**config.mk**
```make
export PLATFORM = sky130hd
export DESIGN_NAME = dispatch_core
export DESIGN_NICKNAME = d
export VERILOG_FILES = /design/src/ooo_pkg.sv /design/src/map_table.sv /design/src/reorder_buffer.sv /design/src/reservation_station.sv /design/src/dispatch_core.sv
export VERILOG_INCLUDE_DIRS = /design/src /design/src/src
export SDC_FILE = /design/constraint.sdc
export NUM_CORES = 1
export LEC_CHECK = 0
export ABC_AREA = 1
export BUFFER_PORTS_ARGS = -buffer_cell sky130_fd_sc_hd__buf_2
export CELL_PAD_IN_SITES_DETAIL_PLACEMENT = 1
export CELL_PAD_IN_SITES_GLOBAL_PLACEMENT = 2
export CORE_ASPECT_RATIO = 1.5
export CORE_MARGIN = 1
export CORE_UTILIZATION = 30
export DETAILED_ROUTE_END_ITERATION = 10
export GPL_TIMING_DRIVEN = 0
export PLACE_DENSITY = 0.76
export RECOVER_POWER = 50
export SYNTH_ARGS = -nofsm -noshare
export SYNTH_HDL_FRONTEND = slang
export SYNTH_SLANG_ARGS = --single-unit
```
**constraint.sdc**
```tcl
create_clock -name clock -period 5.7 [get_ports clock]
set_clock_uncertainty 0.1 [all_clocks]
set_input_delay 0.855 -clock clock [delete_from_list [all_inputs] [get_ports clock]]
set_output_delay 0.855 -clock clock [all_outputs]
set_load 0.005 [all_outputs]
```
**src/ooo_params.svh**
```systemverilog
`ifndef OOO_PARAMS_SVH
`define OOO_PARAMS_SVH

// architectural register file
`define ARCH_REGS    32
`define REG_LEN      5

// reorder buffer, tag width must cover ROB_DEPTH
`define ROB_DEPTH    8
`define ROB_TAG_LEN  3

// reservation station slots
`define RS_DEPTH     4

`endif

```
**src/ooo_pkg.sv**
```systemverilog
`include "ooo_params.svh"

package ooo_pkg;

    // invalid tag means value lives in the arch file
    typedef struct packed {
        logic                    valid;
        logic [`ROB_TAG_LEN-1:0] tag;
    } tag_t;

    typedef struct packed {
        logic                valid;
        logic                has_dest;
        logic [`REG_LEN-1:0] dest_idx;
        logic [`REG_LEN-1:0] rs1_idx;
        logic [`REG_LEN-1:0] rs2_idx;
    } dispatch_req_t;

    typedef struct packed {
        logic                    valid;
        logic [`REG_LEN-1:0]     dest_idx;
        logic [`ROB_TAG_LEN-1:0] tag;
    } rename_write_t;

    typedef struct packed {
        tag_t rs1_tag;
        logic rs1_ready;
        tag_t rs2_tag;
        logic rs2_ready;
    } mt_lookup_t;

    typedef struct packed {
        logic                    valid;
        logic [`ROB_TAG_LEN-1:0] tag;
    } cdb_t;

    typedef struct packed {
        logic                    valid;
        logic [`ROB_TAG_LEN-1:0] tag;
        logic                    has_dest;
        logic [`REG_LEN-1:0]     dest_idx;
    } retire_t;

    typedef struct packed {
        logic [`ROB_TAG_LEN-1:0] rob_tag;
        tag_t                    rs1_tag;
        tag_t                    rs2_tag;
    } issue_t;

endpackage

```
**src/map_table.sv**
```systemverilog
`timescale 1ns/1ps

`include "ooo_params.svh"

module map_table (
    input  logic                   clock,
    input  logic                   arst_n,
    input  logic                   squash,
    input  logic [`REG_LEN-1:0]    rs1_idx,
    input  logic [`REG_LEN-1:0]    rs2_idx,
    input  ooo_pkg::rename_write_t rename_write,
    input  ooo_pkg::cdb_t          cdb,
    input  ooo_pkg::retire_t       retire,
    output ooo_pkg::mt_lookup_t    lookup
);

    ooo_pkg::tag_t          map_tag [`ARCH_REGS];
    logic [`ARCH_REGS-1:0]  map_ready;
    logic                   dup_tag;

    // lookup sees registered state only, so writes show up next cycle
    always_comb begin
        lookup.rs1_tag   = map_tag[rs1_idx];
        lookup.rs1_ready = map_ready[rs1_idx];
        lookup.rs2_tag   = map_tag[rs2_idx];
        lookup.rs2_ready = map_ready[rs2_idx];
    end

    always_ff @(posedge clock or negedge arst_n) begin
        if (!arst_n) begin
            for (int i = 0; i < `ARCH_REGS; i++) begin
                map_tag[i]   <= '0;
                map_ready[i] <= 1'b0;
            end
        end else if (squash) begin
            for (int i = 0; i < `ARCH_REGS; i++) begin
                map_tag[i]   <= '0;
                map_ready[i] <= 1'b0;
            end
        end else begin
            for (int i = 0; i < `ARCH_REGS; i++) begin
                if (rename_write.valid && rename_write.dest_idx == `REG_LEN'(i)) begin
                    // new producer overrides wakeup and retire
                    map_tag[i].valid <= 1'b1;
                    map_tag[i].tag   <= rename_write.tag;
                    map_ready[i]     <= 1'b0;
                end else if (map_tag[i].valid) begin
                    if (cdb.valid && map_tag[i].tag == cdb.tag) begin
                        map_ready[i] <= 1'b1; // producer done, value still in rob
                    end
                    if (retire.valid && map_tag[i].tag == retire.tag) begin
                        map_tag[i]   <= '0; // arch file holds it now
                        map_ready[i] <= 1'b0;
                    end
                end
            end
        end
    end

    // pairwise scan for a tag mapped twice
    always_comb begin
        dup_tag = 1'b0;
        for (int i = 0; i < `ARCH_REGS; i++) begin
            for (int j = i + 1; j < `ARCH_REGS; j++) begin
                if (map_tag[i].valid && map_tag[j].valid &&
                    map_tag[i].tag == map_tag[j].tag) begin
                    dup_tag = 1'b1;
                end
            end
        end
    end

    // a tag names one in-flight producer, so at most one register maps to it
    a_unique_tags : assert property (
        @(posedge clock) disable iff (!arst_n)
        !dup_tag
    ) else $error("map_table: tag mapped by more than one register");

endmodule

```
**src/reorder_buffer.sv**
```systemverilog
`timescale 1ns/1ps

`include "ooo_params.svh"

module reorder_buffer (
    input  logic                    clock,
    input  logic                    arst_n,
    input  logic                    squash,
    input  ooo_pkg::dispatch_req_t  dispatch_req,
    input  logic                    rs_full,
    input  ooo_pkg::cdb_t           cdb,
    output logic                    dispatch_ready,
    output logic                    dispatch_accept,
    output logic [`ROB_TAG_LEN-1:0] alloc_tag,
    output ooo_pkg::rename_write_t  rename_write,
    output ooo_pkg::retire_t        retire
);

    localparam int CNT_LEN = `ROB_TAG_LEN + 1;

    logic [`ROB_TAG_LEN-1:0] head;
    logic [`ROB_TAG_LEN-1:0] tail;
    logic [CNT_LEN-1:0]      count;
    logic [`ROB_DEPTH-1:0]   rob_busy;
    logic [`ROB_DEPTH-1:0]   rob_done;
    logic                    rob_has_dest [`ROB_DEPTH];
    logic [`REG_LEN-1:0]     rob_dest [`ROB_DEPTH];
    logic                    rob_full;
    logic                    head_retire;

    function automatic logic [`ROB_TAG_LEN-1:0] next_ptr(input logic [`ROB_TAG_LEN-1:0] ptr);
        next_ptr = (ptr == `ROB_TAG_LEN'(`ROB_DEPTH - 1)) ? '0 : ptr + 1'b1;
    endfunction

    assign rob_full        = (count == CNT_LEN'(`ROB_DEPTH));
    assign dispatch_ready  = !rob_full && !rs_full;
    assign dispatch_accept = dispatch_req.valid && dispatch_ready;
    assign alloc_tag       = tail;

    always_comb begin
        rename_write.valid    = dispatch_accept && dispatch_req.has_dest;
        rename_write.dest_idx = dispatch_req.dest_idx;
        rename_write.tag      = tail;
    end

    // in-order retire, head must have completed on an earlier edge
    assign head_retire = rob_busy[head] && rob_done[head];

    always_comb begin
        retire.valid    = head_retire;
        retire.tag      = head;
        retire.has_dest = rob_has_dest[head];
        retire.dest_idx = rob_dest[head];
    end

    always_ff @(posedge clock or negedge arst_n) begin
        if (!arst_n) begin
            head     <= '0;
            tail     <= '0;
            count    <= '0;
            rob_busy <= '0;
            rob_done <= '0;
        end else if (squash) begin
            head     <= '0; // allocation restarts at tag 0
            tail     <= '0;
            count    <= '0;
            rob_busy <= '0;
            rob_done <= '0;
        end else begin
            if (dispatch_accept) begin
                rob_busy[tail] <= 1'b1;
                rob_done[tail] <= 1'b0;
                tail           <= next_ptr(tail);
            end
            if (cdb.valid) begin
                rob_done[cdb.tag] <= 1'b1;
            end
            if (head_retire) begin
                rob_busy[head] <= 1'b0;
                rob_done[head] <= 1'b0;
                head           <= next_ptr(head);
            end
            count <= count + CNT_LEN'(dispatch_accept) - CNT_LEN'(head_retire);
        end
    end

    always_ff @(posedge clock) begin
        if (dispatch_accept) begin
            rob_has_dest[tail] <= dispatch_req.has_dest;
            rob_dest[tail]     <= dispatch_req.dest_idx;
        end
    end

    // count and busy bits must agree, tail never lands on a live entry
    a_alloc_free : assert property (
        @(posedge clock) disable iff (!arst_n)
        dispatch_accept |-> !rob_busy[tail]
    ) else $error("reorder_buffer: allocation into a busy entry");

    // completions only for issued, not yet completed tags
    a_cdb_hit : assert property (
        @(posedge clock) disable iff (!arst_n)
        (cdb.valid && !squash) |-> rob_busy[cdb.tag] && !rob_done[cdb.tag]
    ) else $error("reorder_buffer: cdb for idle or completed tag");

endmodule

```
**src/reservation_station.sv**
```systemverilog
`timescale 1ns/1ps

`include "ooo_params.svh"

module reservation_station (
    input  logic                    clock,
    input  logic                    arst_n,
    input  logic                    squash,
    input  logic                    dispatch_accept,
    input  logic [`ROB_TAG_LEN-1:0] alloc_tag,
    input  ooo_pkg::mt_lookup_t     lookup,
    input  ooo_pkg::cdb_t           cdb,
    output logic                    rs_full,
    output logic                    issue_valid,
    output ooo_pkg::issue_t         issue
);

    localparam int RS_IDX_LEN = $clog2(`RS_DEPTH);

    ooo_pkg::issue_t        slot_op [`RS_DEPTH];
    logic [`RS_DEPTH-1:0]   slot_busy;
    logic [`RS_DEPTH-1:0]   slot_rdy1;
    logic [`RS_DEPTH-1:0]   slot_rdy2;
    logic [RS_IDX_LEN-1:0]  free_sel;
    logic [RS_IDX_LEN-1:0]  issue_sel;
    logic                   in_rdy1;
    logic                   in_rdy2;

    assign rs_full = &slot_busy;

    // source ready: arch file, finished producer, or completing right now
    assign in_rdy1 = !lookup.rs1_tag.valid || lookup.rs1_ready ||
                     (cdb.valid && cdb.tag == lookup.rs1_tag.tag);
    assign in_rdy2 = !lookup.rs2_tag.valid || lookup.rs2_ready ||
                     (cdb.valid && cdb.tag == lookup.rs2_tag.tag);

    // scan downwards so the lowest index wins
    always_comb begin
        free_sel    = '0;
        issue_sel   = '0;
        issue_valid = 1'b0;
        for (int i = `RS_DEPTH - 1; i >= 0; i--) begin
            if (!slot_busy[i]) begin
                free_sel = RS_IDX_LEN'(i);
            end
            if (slot_busy[i] && slot_rdy1[i] && slot_rdy2[i]) begin
                issue_valid = 1'b1;
                issue_sel   = RS_IDX_LEN'(i);
            end
        end
    end

    assign issue = slot_op[issue_sel];

    always_ff @(posedge clock or negedge arst_n) begin
        if (!arst_n) begin
            slot_busy <= '0;
            slot_rdy1 <= '0;
            slot_rdy2 <= '0;
        end else if (squash) begin
            slot_busy <= '0;
            slot_rdy1 <= '0;
            slot_rdy2 <= '0;
        end else begin
            for (int i = 0; i < `RS_DEPTH; i++) begin
                if (cdb.valid && slot_busy[i]) begin // wakeup
                    if (slot_op[i].rs1_tag.valid && slot_op[i].rs1_tag.tag == cdb.tag) begin
                        slot_rdy1[i] <= 1'b1;
                    end
                    if (slot_op[i].rs2_tag.valid && slot_op[i].rs2_tag.tag == cdb.tag) begin
                        slot_rdy2[i] <= 1'b1;
                    end
                end
            end
            if (issue_valid) begin
                slot_busy[issue_sel] <= 1'b0;
            end
            if (dispatch_accept) begin // free slot never equals issuing slot
                slot_busy[free_sel] <= 1'b1;
                slot_rdy1[free_sel] <= in_rdy1;
                slot_rdy2[free_sel] <= in_rdy2;
            end
        end
    end

    always_ff @(posedge clock) begin
        if (dispatch_accept) begin
            slot_op[free_sel] <= '{rob_tag: alloc_tag,
                                   rs1_tag: lookup.rs1_tag,
                                   rs2_tag: lookup.rs2_tag};
        end
    end

    // the rob may only accept while a slot is free
    a_alloc_slot_free : assert property (
        @(posedge clock) disable iff (!arst_n)
        dispatch_accept |-> !slot_busy[free_sel]
    ) else $error("reservation_station: dispatch into a busy slot");

endmodule

```
**src/dispatch_core.sv**
```systemverilog
`timescale 1ns/1ps

`include "ooo_params.svh"

module dispatch_core (
    input  logic                   clock,
    input  logic                   arst_n,
    input  logic                   squash,
    input  ooo_pkg::dispatch_req_t dispatch_req,
    input  ooo_pkg::cdb_t          cdb,
    output logic                   dispatch_ready,
    output logic                   issue_valid,
    output ooo_pkg::issue_t        issue,
    output ooo_pkg::retire_t       retire
);

    logic                    rs_full;
    logic                    dispatch_accept;
    logic [`ROB_TAG_LEN-1:0] alloc_tag;
    ooo_pkg::rename_write_t  rename_write;
    ooo_pkg::mt_lookup_t     lookup;

    map_table u_map_table (
        .clock        (clock),
        .arst_n       (arst_n),
        .squash       (squash),
        .rs1_idx      (dispatch_req.rs1_idx),
        .rs2_idx      (dispatch_req.rs2_idx),
        .rename_write (rename_write),
        .cdb          (cdb),
        .retire       (retire),
        .lookup       (lookup)
    );

    reorder_buffer u_reorder_buffer (
        .clock           (clock),
        .arst_n          (arst_n),
        .squash          (squash),
        .dispatch_req    (dispatch_req),
        .rs_full         (rs_full),
        .cdb             (cdb),
        .dispatch_ready  (dispatch_ready),
        .dispatch_accept (dispatch_accept),
        .alloc_tag       (alloc_tag),
        .rename_write    (rename_write),
        .retire          (retire)
    );

    reservation_station u_reservation_station (
        .clock           (clock),
        .arst_n          (arst_n),
        .squash          (squash),
        .dispatch_accept (dispatch_accept),
        .alloc_tag       (alloc_tag),
        .lookup          (lookup), // renamed sources, same cycle
        .cdb             (cdb),
        .rs_full         (rs_full),
        .issue_valid     (issue_valid),
        .issue           (issue)
    );

endmodule

```
==> results.md, run 1 <==
- Synth Area in Adders: 0.00655
- Ys async rst share: 0.683
- DRC violations left: 0
- Synthesized instance count: 2414
- TritonCTS clock tree: yes
- Tcrit/Tclk final: 0.688
- Final worst-path setup slack: 1.78 ns
- Placer Congestion: 1.02
- Synth Warn #: 0
- FF+latch count, synth: 290
- First-pass GRT wire length: 143000 µm
- Top FF cell, synth: dfrtp_1
- Clock Path Buffers: 3
- Commonest non-fill, non-tap cell in the layout: nand2_1
- Post-synthesis compound-gate area fraction: 0.140
- Syn Nets: 2447
- Arrival @ worst endpoint: 2.97 ns
- Post-synthesis xor/xnor area fraction: 0.0711
- Gr usage total: 0.324
- Largest family of logic cells by synthesized area: simple AND/OR/NAND/NOR gates
- Pwr per Cell Area: 263 nW/µm²
- Clock Latency Late Sink: 0.56 ns
- Layout Utilization: 0.343
- Worst Max-Slew Pin Slew: 2.71 ns
- Initial DRC Count: 1382
- Routed Antenna Nets: 0
- Hold Path Class: flop to flop
- CTS Hold Bufs: 0
- Clk slew on worst S/H paths: 0.06 ns
- Htree depth: 2
- HPWL reported at the end of detailed placement: 75200 µm
- Post-synthesis sequential area ratio: 0.421
- Hold slack: 0.419 ns
- Pre-CTS setup slack: 1.90 ns
- Final min period: 3.92 ns
- Vias in the first global route: 19826
- Largest net degree at the start of global routing: 108
- DP Cell Count: 3247
- # setup viols final: 0
- Final Hold Violating Endpoints: 0
- Max_cap viols: 1
- Congestion Overflow GR: 0
- Routed len/inst: 30.2 µm
- Critical path class: flop to output port
- Max FO, Critical Path: 10
- Simple-gate portion of the synthesized area: 0.277
- Post CTS Setup Buffer Count: 0
- Initial antenna violation count: 2
- # diodes: 0
- Synthesized area: 18300 µm²
- Leak pwr: 8.75 nW
- Num CTS Buffers: 34
- Die Span Y: 305 µm
- Most used cell, CP: inv_1
- Bufs and invs on worst path: 4
- CTS Root Cell: clkbuf_16
- Die ar.: 62200 µm²
- Crit path max-delay family: simple AND/OR/NAND/NOR gates
- Post-synthesis mux area share: 0
- Share of layout cells above drive strength 1: 0.0930
- Final #Nets: 2533
- Vias per Instance: 5.66
- Crit path cell chain: inv_1 > nor3_4 > inv_1 > nand2_1 > inv_1 > nor2_2 > nand2_1 > o221ai_1 > buf_2
- EDFF count, synth: 92
- Non-Filler Instances: 3310
- WL final: 100000 µm
- RSZ-0062 raised after global routing: false
- Peak VDD IR: 0.171 mV
- Failing checks: capacitance limit, slew limit
- Worst Setup End Kind: output port
- First-pass DRT Iterations: 5
- Status: finished, violations left
- Slew HR: -0.806
- # rows: 110
- Startpoint types: flop
- Most frequent cells in the layout: 576 x nand2_1, 312 x nand3_1, 203 x inv_1
- Max incr delay on CP: 0.50 ns
- Synth unique cells: 52
- Gates resized, CTS repair: 0
- Sink Count: 290
- Core Box Area: 60300 µm²
- Syn Area/Cell: 7.60 µm²
- Routed vias: 18733
- Starting Density: 0.304
- Worst path required time: 4.74 ns
- IO Port Bufs: 40
- Slew Limit Fails: 92
- Slowest cell on crit path: dfrtp_1
- Die X: 204 µm
- FMAX: 255 MHz
- Layout area overhead: 12.6%
- # IOs: 47
[per-layer routing]
metal / up-vias / wire (µm) / global-route usage
li1: 8263 / - / -
met1: 9457 / 36700 / 0.350
met2: 662 / 49700 / 0.567
met3: 347 / 4390 / 0.0421
met4: 4 / 9150 / 0.250
met5: - / 36 / 0
[synthesized netlist by cell type (4+ instances only)]
master | count | area share
inv_4 | 6 | 0.0020
clkbuf_1 | 36 | 0.0074
nand3_1 | 312 | 0.085
buf_2 | 54 | 0.015
o22ai_1 | 31 | 0.011
xnor2_1 | 73 | 0.035
ha_1 | 8 | 0.0055
inv_2 | 10 | 0.0020
buf_4 | 16 | 0.0065
buf_6 | 12 | 0.0074
nand2_1 | 575 | 0.12
nor4_1 | 9 | 0.0031
nand4_1 | 16 | 0.0055
o221ai_1 | 6 | 0.0029
nor2_2 | 18 | 0.0061
buf_1 | 7 | 0.0014
edfxtp_1 | 92 | 0.15
o211ai_1 | 26 | 0.011
a22oi_1 | 9 | 0.0037
a21oi_2 | 11 | 0.0053
o21ai_0 | 145 | 0.040
nand3_2 | 4 | 0.0022
nor2_1 | 187 | 0.038
a41oi_1 | 14 | 0.0067
a31oi_1 | 14 | 0.0048
inv_1 | 203 | 0.042
a211oi_1 | 8 | 0.0033
nor3_1 | 33 | 0.0090
dfrtp_1 | 198 | 0.27
a2111oi_0 | 5 | 0.0024
a21oi_1 | 139 | 0.038
a221oi_1 | 7 | 0.0033
nor2_4 | 6 | 0.0037
o21ai_1 | 23 | 0.0063
xor2_1 | 76 | 0.036
[metrics by stage]
step | setup TNS (ns) | power, W | instance area [µm²]
after floorplan | 0 | 0.00283 | 18300
after global placement | -31.90 | 0.00324 | 19500
after detailed placement | 0 | 0.00328 | 19700
after CTS | 0 | 0.00547 | 20700
after global routing | 0 | 0.00561 | 20700
final | 0 | 0.00544 | 20700
[worst register-to-register path, delay by kind of cell (launching register included)]
family	cells	cell delay, ns
xor gates and xnor gates	1	0.20
adders and majority gates	3	0.84
buffers and inverters	8	1.31
DFF	1	0.41
and+or+nand+nor	5	0.55
[state kept, by name, indices dropped and copies added (netlist names)]
signal	count
u_reservation_station.slot_busy	4
u_reservation_station.slot_op	44
u_map_table.map_ready	32
u_map_table.map_tag	128
u_reorder_buffer.count	4
u_reorder_buffer.alloc_tag	3
u_reorder_buffer.rob_has_dest	8
u_reorder_buffer.rob_done	8
u_reorder_buffer.rob_busy	8
u_reorder_buffer.rob_dest	40
u_reorder_buffer.head	3
u_reservation_station.slot_rdy1	4
u_reservation_station.slot_rdy2	4
[cells by family (layout without fill, tap and decap cells)]
kind of cell,count (synthesis),after routing
flip-flops,290,290
XOR/XNOR,149,149
AND/OR/NAND/NOR,1173,1173
adder cells (fa/ha/maj),9,9
AO/OA/AOI/OAI,445,445
buffers and inverters,348,460
[final timing paths]
path	startpoint	to	slack, ns	depth (start not counted)
max in group asynchronous	arst_n	u_map_table.map_ready[16]$_DFFE_PN0P_	2.82	2
max	u_reservation_station.slot_busy[2]$_DFF_PN0_	issue[1]	1.78	9
min in group asynchronous	arst_n	u_map_table.map_tag[95]$_DFF_PN0_	1.05	1
min reg2reg	u_reorder_buffer.rob_busy[1]$_DFF_PN0_	u_reorder_buffer.rob_busy[1]$_DFF_PN0_	0.42	2
max reg2reg	u_reorder_buffer.head[2]$_DFFE_PN0P_	u_reorder_buffer.count[2]$_DFF_PN0_	2.15	17
min	u_reorder_buffer.rob_busy[1]$_DFF_PN0_	u_reorder_buffer.rob_busy[1]$_DFF_PN0_	0.42	2
[area by class of cell]
| cell class | count | area (µm²) |
|---|---|---|
| plain buffers | 125 | 688 |
| clock buffers | 48 | 943 |
| clock inverters | 14 | 124 |
| fillers | 7392 | 39600 |
| inverters | 223 | 853 |
| multi-input cells | 1776 | 9080 |
| flip-flops and latches | 290 | 7720 |
| well taps | 784 | 981 |
| repair buffers | 50 | 269 |
[power breakdown]
part	internal, W	total (W)	switching (W)
logic	0.000248	0.000947	0.000700
registers	0.00224	0.00229	0.0000525
clock network	0.00121	0.00220	0.000991
(Power assumes the default switching activity.)
==> run 2, diff against run 1 <==
--- a/config.mk
+++ b/config.mk
@@ -15,7 +15,7 @@
 export CORE_UTILIZATION = 30
 export DETAILED_ROUTE_END_ITERATION = 10
 export GPL_TIMING_DRIVEN = 0
-export PLACE_DENSITY = 0.76
+export PLACE_DENSITY = 0.79
 export RECOVER_POWER = 50
 export SYNTH_ARGS = -nofsm -noshare
 export SYNTH_HDL_FRONTEND = slang
==> constraint.sdc (replaced) <==
create_clock -name clock -period 3.6 [get_ports clock]
set_clock_uncertainty 0.1 [all_clocks]
set_input_delay 0.54 -clock clock [delete_from_list [all_inputs] [get_ports clock]]
set_output_delay 0.54 -clock clock [all_outputs]
set_load 0.005 [all_outputs]
==> run 2 against run 1 <==
  * The flow still finishes with violations (capacitance limit, slew limit)
  * Cell area increased by 0.47%
  * Via count down 0.35%
  * Power is 59% higher
  * Die area is the same
  * Worst setup slack worse by 1.6 ns
  * Largest cell class unchanged
==> results.md, run 2 (synthesis results as in run 1) <==
- IO Port Bufs: 40 (unchanged)
- Biggest regs: u_map_table.map_tag (128), u_reservation_station.slot_op (44), u_reorder_buffer.rob_dest (40) (unchanged)
- Power share of the clock group: 0.407 (was 0.405)
- # IOs: 47 (unchanged)
- Largest net degree at the start of global routing: 80 (was 108)
- # diodes: 0 (unchanged)
- WL final: 97900 µm (was 100000 µm)
- Core Box Area: 60300 µm² (unchanged)
- Final #Nets: 2536 (was 2533)
- Int Pwr: 0.00592 W (was 0.00370 W)
- Fin area: 20800 µm² (was 20700 µm²)
- Final Hold Violating Endpoints: 0 (unchanged)
- P_sw: 0.00271 W (was 0.00174 W)
- Max FFs per register: 128 (unchanged)
- Leak pwr: 8.78 nW (was 8.75 nW)
- Crit path max-delay family: adder cells (was simple AND/OR/NAND/NOR gates)
- Vias per Instance: 5.64 (was 5.66)
- Starting Density: 0.304 (unchanged)
- Initial DRC Count: 1355 (was 1382)
- Clk slew on worst S/H paths: 0.07 ns (was 0.06 ns)
- Status: finished, violations left (unchanged)
- Worst Max-Slew Pin Slew: 2.39 ns (was 2.71 ns)
- Non-Filler Instances: 3310 (unchanged)
- Num CTS Buffers: 34 (unchanged)
- Worst path required time: 3.89 ns (was 4.74 ns)
- Reg with most FFs: u_map_table.map_tag (unchanged)
- Register area: 7720 µm² (unchanged)
- Placer Congestion: 0.986 (was 1.02)
- Routed len/inst: 29.6 µm (was 30.2 µm)
- Final min period: 3.44 ns
- Congestion Overflow GR: 0 (unchanged)
- Gr usage total: 0.318 (was 0.324)
- Peak VDD IR: 0.259 mV (was 0.171 mV)
- # setup viols final: 0 (unchanged)
- Critical path class: flop to flop (was flop to output port)
- Clock Latency Late Sink: 0.55 ns (was 0.56 ns)
- TritonCTS clock tree: yes (unchanged)
- Most used cell, CP: ha_1 (was inv_1)
- Area of the multi-input gates: 9090 µm² (was 9080 µm²)
- Bufs and invs on worst path: 6 (was 4)
- Die Span Y: 305 µm (unchanged)
- Most frequent cells in the layout: 575 x nand2_1, 312 x nand3_1, 203 x inv_1 (was 576 x nand2_1, 312 x nand3_1, 203 x inv_1)
- Comb power frac: 0.173 (was 0.174)
- Routed vias: 18668 (was 18733)
- Die X: 204 µm (unchanged)
- Layout Utilization: 0.344 (was 0.343)
- First-pass DRT Iterations: 5 (unchanged)
- Max incr delay on CP: 0.41 ns (was 0.50 ns)
- CTS Root Cell: clkbuf_16 (unchanged)
- Slew Limit Fails: 58 (was 92)
- HPWL reported at the end of detailed placement: 74700 µm (was 75200 µm)
- Startpoint types: flop (unchanged)
- DRC violations left: 0 (unchanged)
- DP Area: 19700 µm² (about the same)
- Tcrit/Tclk final: 0.957
- FILL cells: 7413 (was 7392)
- RSZ-0062 raised after global routing: false (unchanged)
- Failing checks: capacitance limit, slew limit (unchanged)
- Max_cap viols: 3 (was 1)
- Pre-CTS setup slack: 0.0758 ns (was 1.90 ns)
- Vias in the first global route: 19438 (was 19826)
- FMAX: 290 MHz
- Htree depth: 2 (unchanged)
- Share of layout cells above drive strength 1: 0.0911 (was 0.0930)
- Slowest cell on crit path: dfrtp_1 (unchanged)
- Hold Path Class: primary input to flop (was flop to flop)
- Worst Setup End Kind: flop (was output port)
- Initial antenna violation count: 1 (was 2)
- Max FO, Critical Path: 11 (was 10)
- Seq pwr share: 0.420 (was 0.421)
- Hold slack: 0.316 ns (was 0.419 ns)
- Routed Antenna Nets: 0 (unchanged)
- Sink Count: 290 (unchanged)
- Slew HR: -0.591 (was -0.806)
- Layout area overhead: 13.1% (was 12.6%)
- Arrival @ worst endpoint: 3.74 ns (was 2.97 ns)
- Crit path cell chain: buf_4 > inv_2 > a21oi_1 > o21ai_0 > nand4_1 > nand2_4 > inv_4 > buf_6 > buf_12 > ha_1 > inv_1 > ha_1 > fa_1 > xnor2_1 > nor2_1 (was inv_1 > nor3_4 > inv_1 > nand2_1 > inv_1 > nor2_2 > nand2_1 > o221ai_1 > buf_2)
- # rows: 110 (unchanged)
- DP Cell Count: 3248 (was 3247)
- Pwr per Cell Area: 416 nW/µm² (was 263 nW/µm²)
- Commonest non-fill, non-tap cell in the layout: nand2_1 (unchanged)
- Final worst-path setup slack: 0.156 ns (was 1.78 ns)
- Sw Share: 0.314 (was 0.320)
- Die ar.: 62200 µm² (unchanged)
- First-pass GRT wire length: 140000 µm (was 143000 µm)
- Clock Path Buffers: 3 (unchanged)
==> run 2: cell types whose count changed in the layout (fill, tap and decap cells not counted), moves of 2 or more <==
cell | previous run | this run
clkinv_2 | 5 | 3
inv_2 | 9 | 7
inv_4 | 6 | 8
clkinvlp_4 | 2 | 0
buf_2 | 88 | 85
buf_12 | 0 | 2
clkbuf_1 | 57 | 60
==> run 2: worst paths after layout <==
kind / endpoint / depth (start not counted) / slack (ns) / start
max: u_reorder_buffer.count[2]$_DFF_PN0_ / 15 / 0.16 / u_reorder_buffer.head[1]$_DFFE_PN0P_
min: u_reorder_buffer.rob_has_dest[3]$_DFFE_PP_ / 1 / 0.32 / dispatch_req[15]
max reg2reg: u_reorder_buffer.count[2]$_DFF_PN0_ / 15 / 0.16 / u_reorder_buffer.head[1]$_DFFE_PN0P_
min reg2reg: u_reorder_buffer.rob_busy[2]$_DFF_PN0_ / 2 / 0.42 / u_reorder_buffer.rob_busy[2]$_DFF_PN0_
max in group asynchronous: u_map_table.map_tag[36]$_DFFE_PN0P_ / 4 / 0.39 / arst_n
min in group asynchronous: u_map_table.map_tag[72]$_DFFE_PN0P_ / 2 / 1.27 / arst_n
==> run 2: what timing repair did <==
action	4_1_cts	5_1_grt
pin swaps	1	0
resized for setup	1	9
setup endpoints to repair	1	15
gates cloned	0	0
hold buffers	1	0
endpoints found under the hold margin	46	0
setup buffers	1	0
==> run 2: through the flow <==
stage                     TNS, ns  total power [W]
after detailed placement        0          0.00518
after global routing            0          0.00889
after global placement    -372.06          0.00512
after CTS                       0          0.00869
final                           0          0.00863
after floorplan                 0          0.00448
==> run 2: layout make-up <==
type                       instances  share of cell area
multi-input combinational       1776               0.438
tap                              784              0.0473
buffer                           125              0.0341
clock inverter                    11             0.00597
clock buffer                      48              0.0455
sequential                       290               0.372
timing repair buffer              53              0.0157
inverter                         223              0.0414
==> run 2: layer usage <==
layer,share of wire,wire length [µm],vias to the layer above,track usage
li1,-,-,8265,-
met1,0.37,36000,9402,0.346
met2,0.49,48300,683,0.548
met3,0.044,4290,318,0.0406
met4,0.095,9290,0,0.260
met5,0,0,-,0
==> run 2: power by group through the flow <==
stage / registers (W) / logic, W / clock network [W]
6_report: 0.00362 / 0.00149 / 0.00351
5_1_grt: 0.00363 / 0.00160 / 0.00366
4_1_cts: 0.00363 / 0.00150 / 0.00357
3_5_place_dp: 0.00369 / 0.00149 / 0
3_3_place_gp: 0.00368 / 0.00144 / 0
2_1_floorplan: 0.00365 / 0.000824 / 0
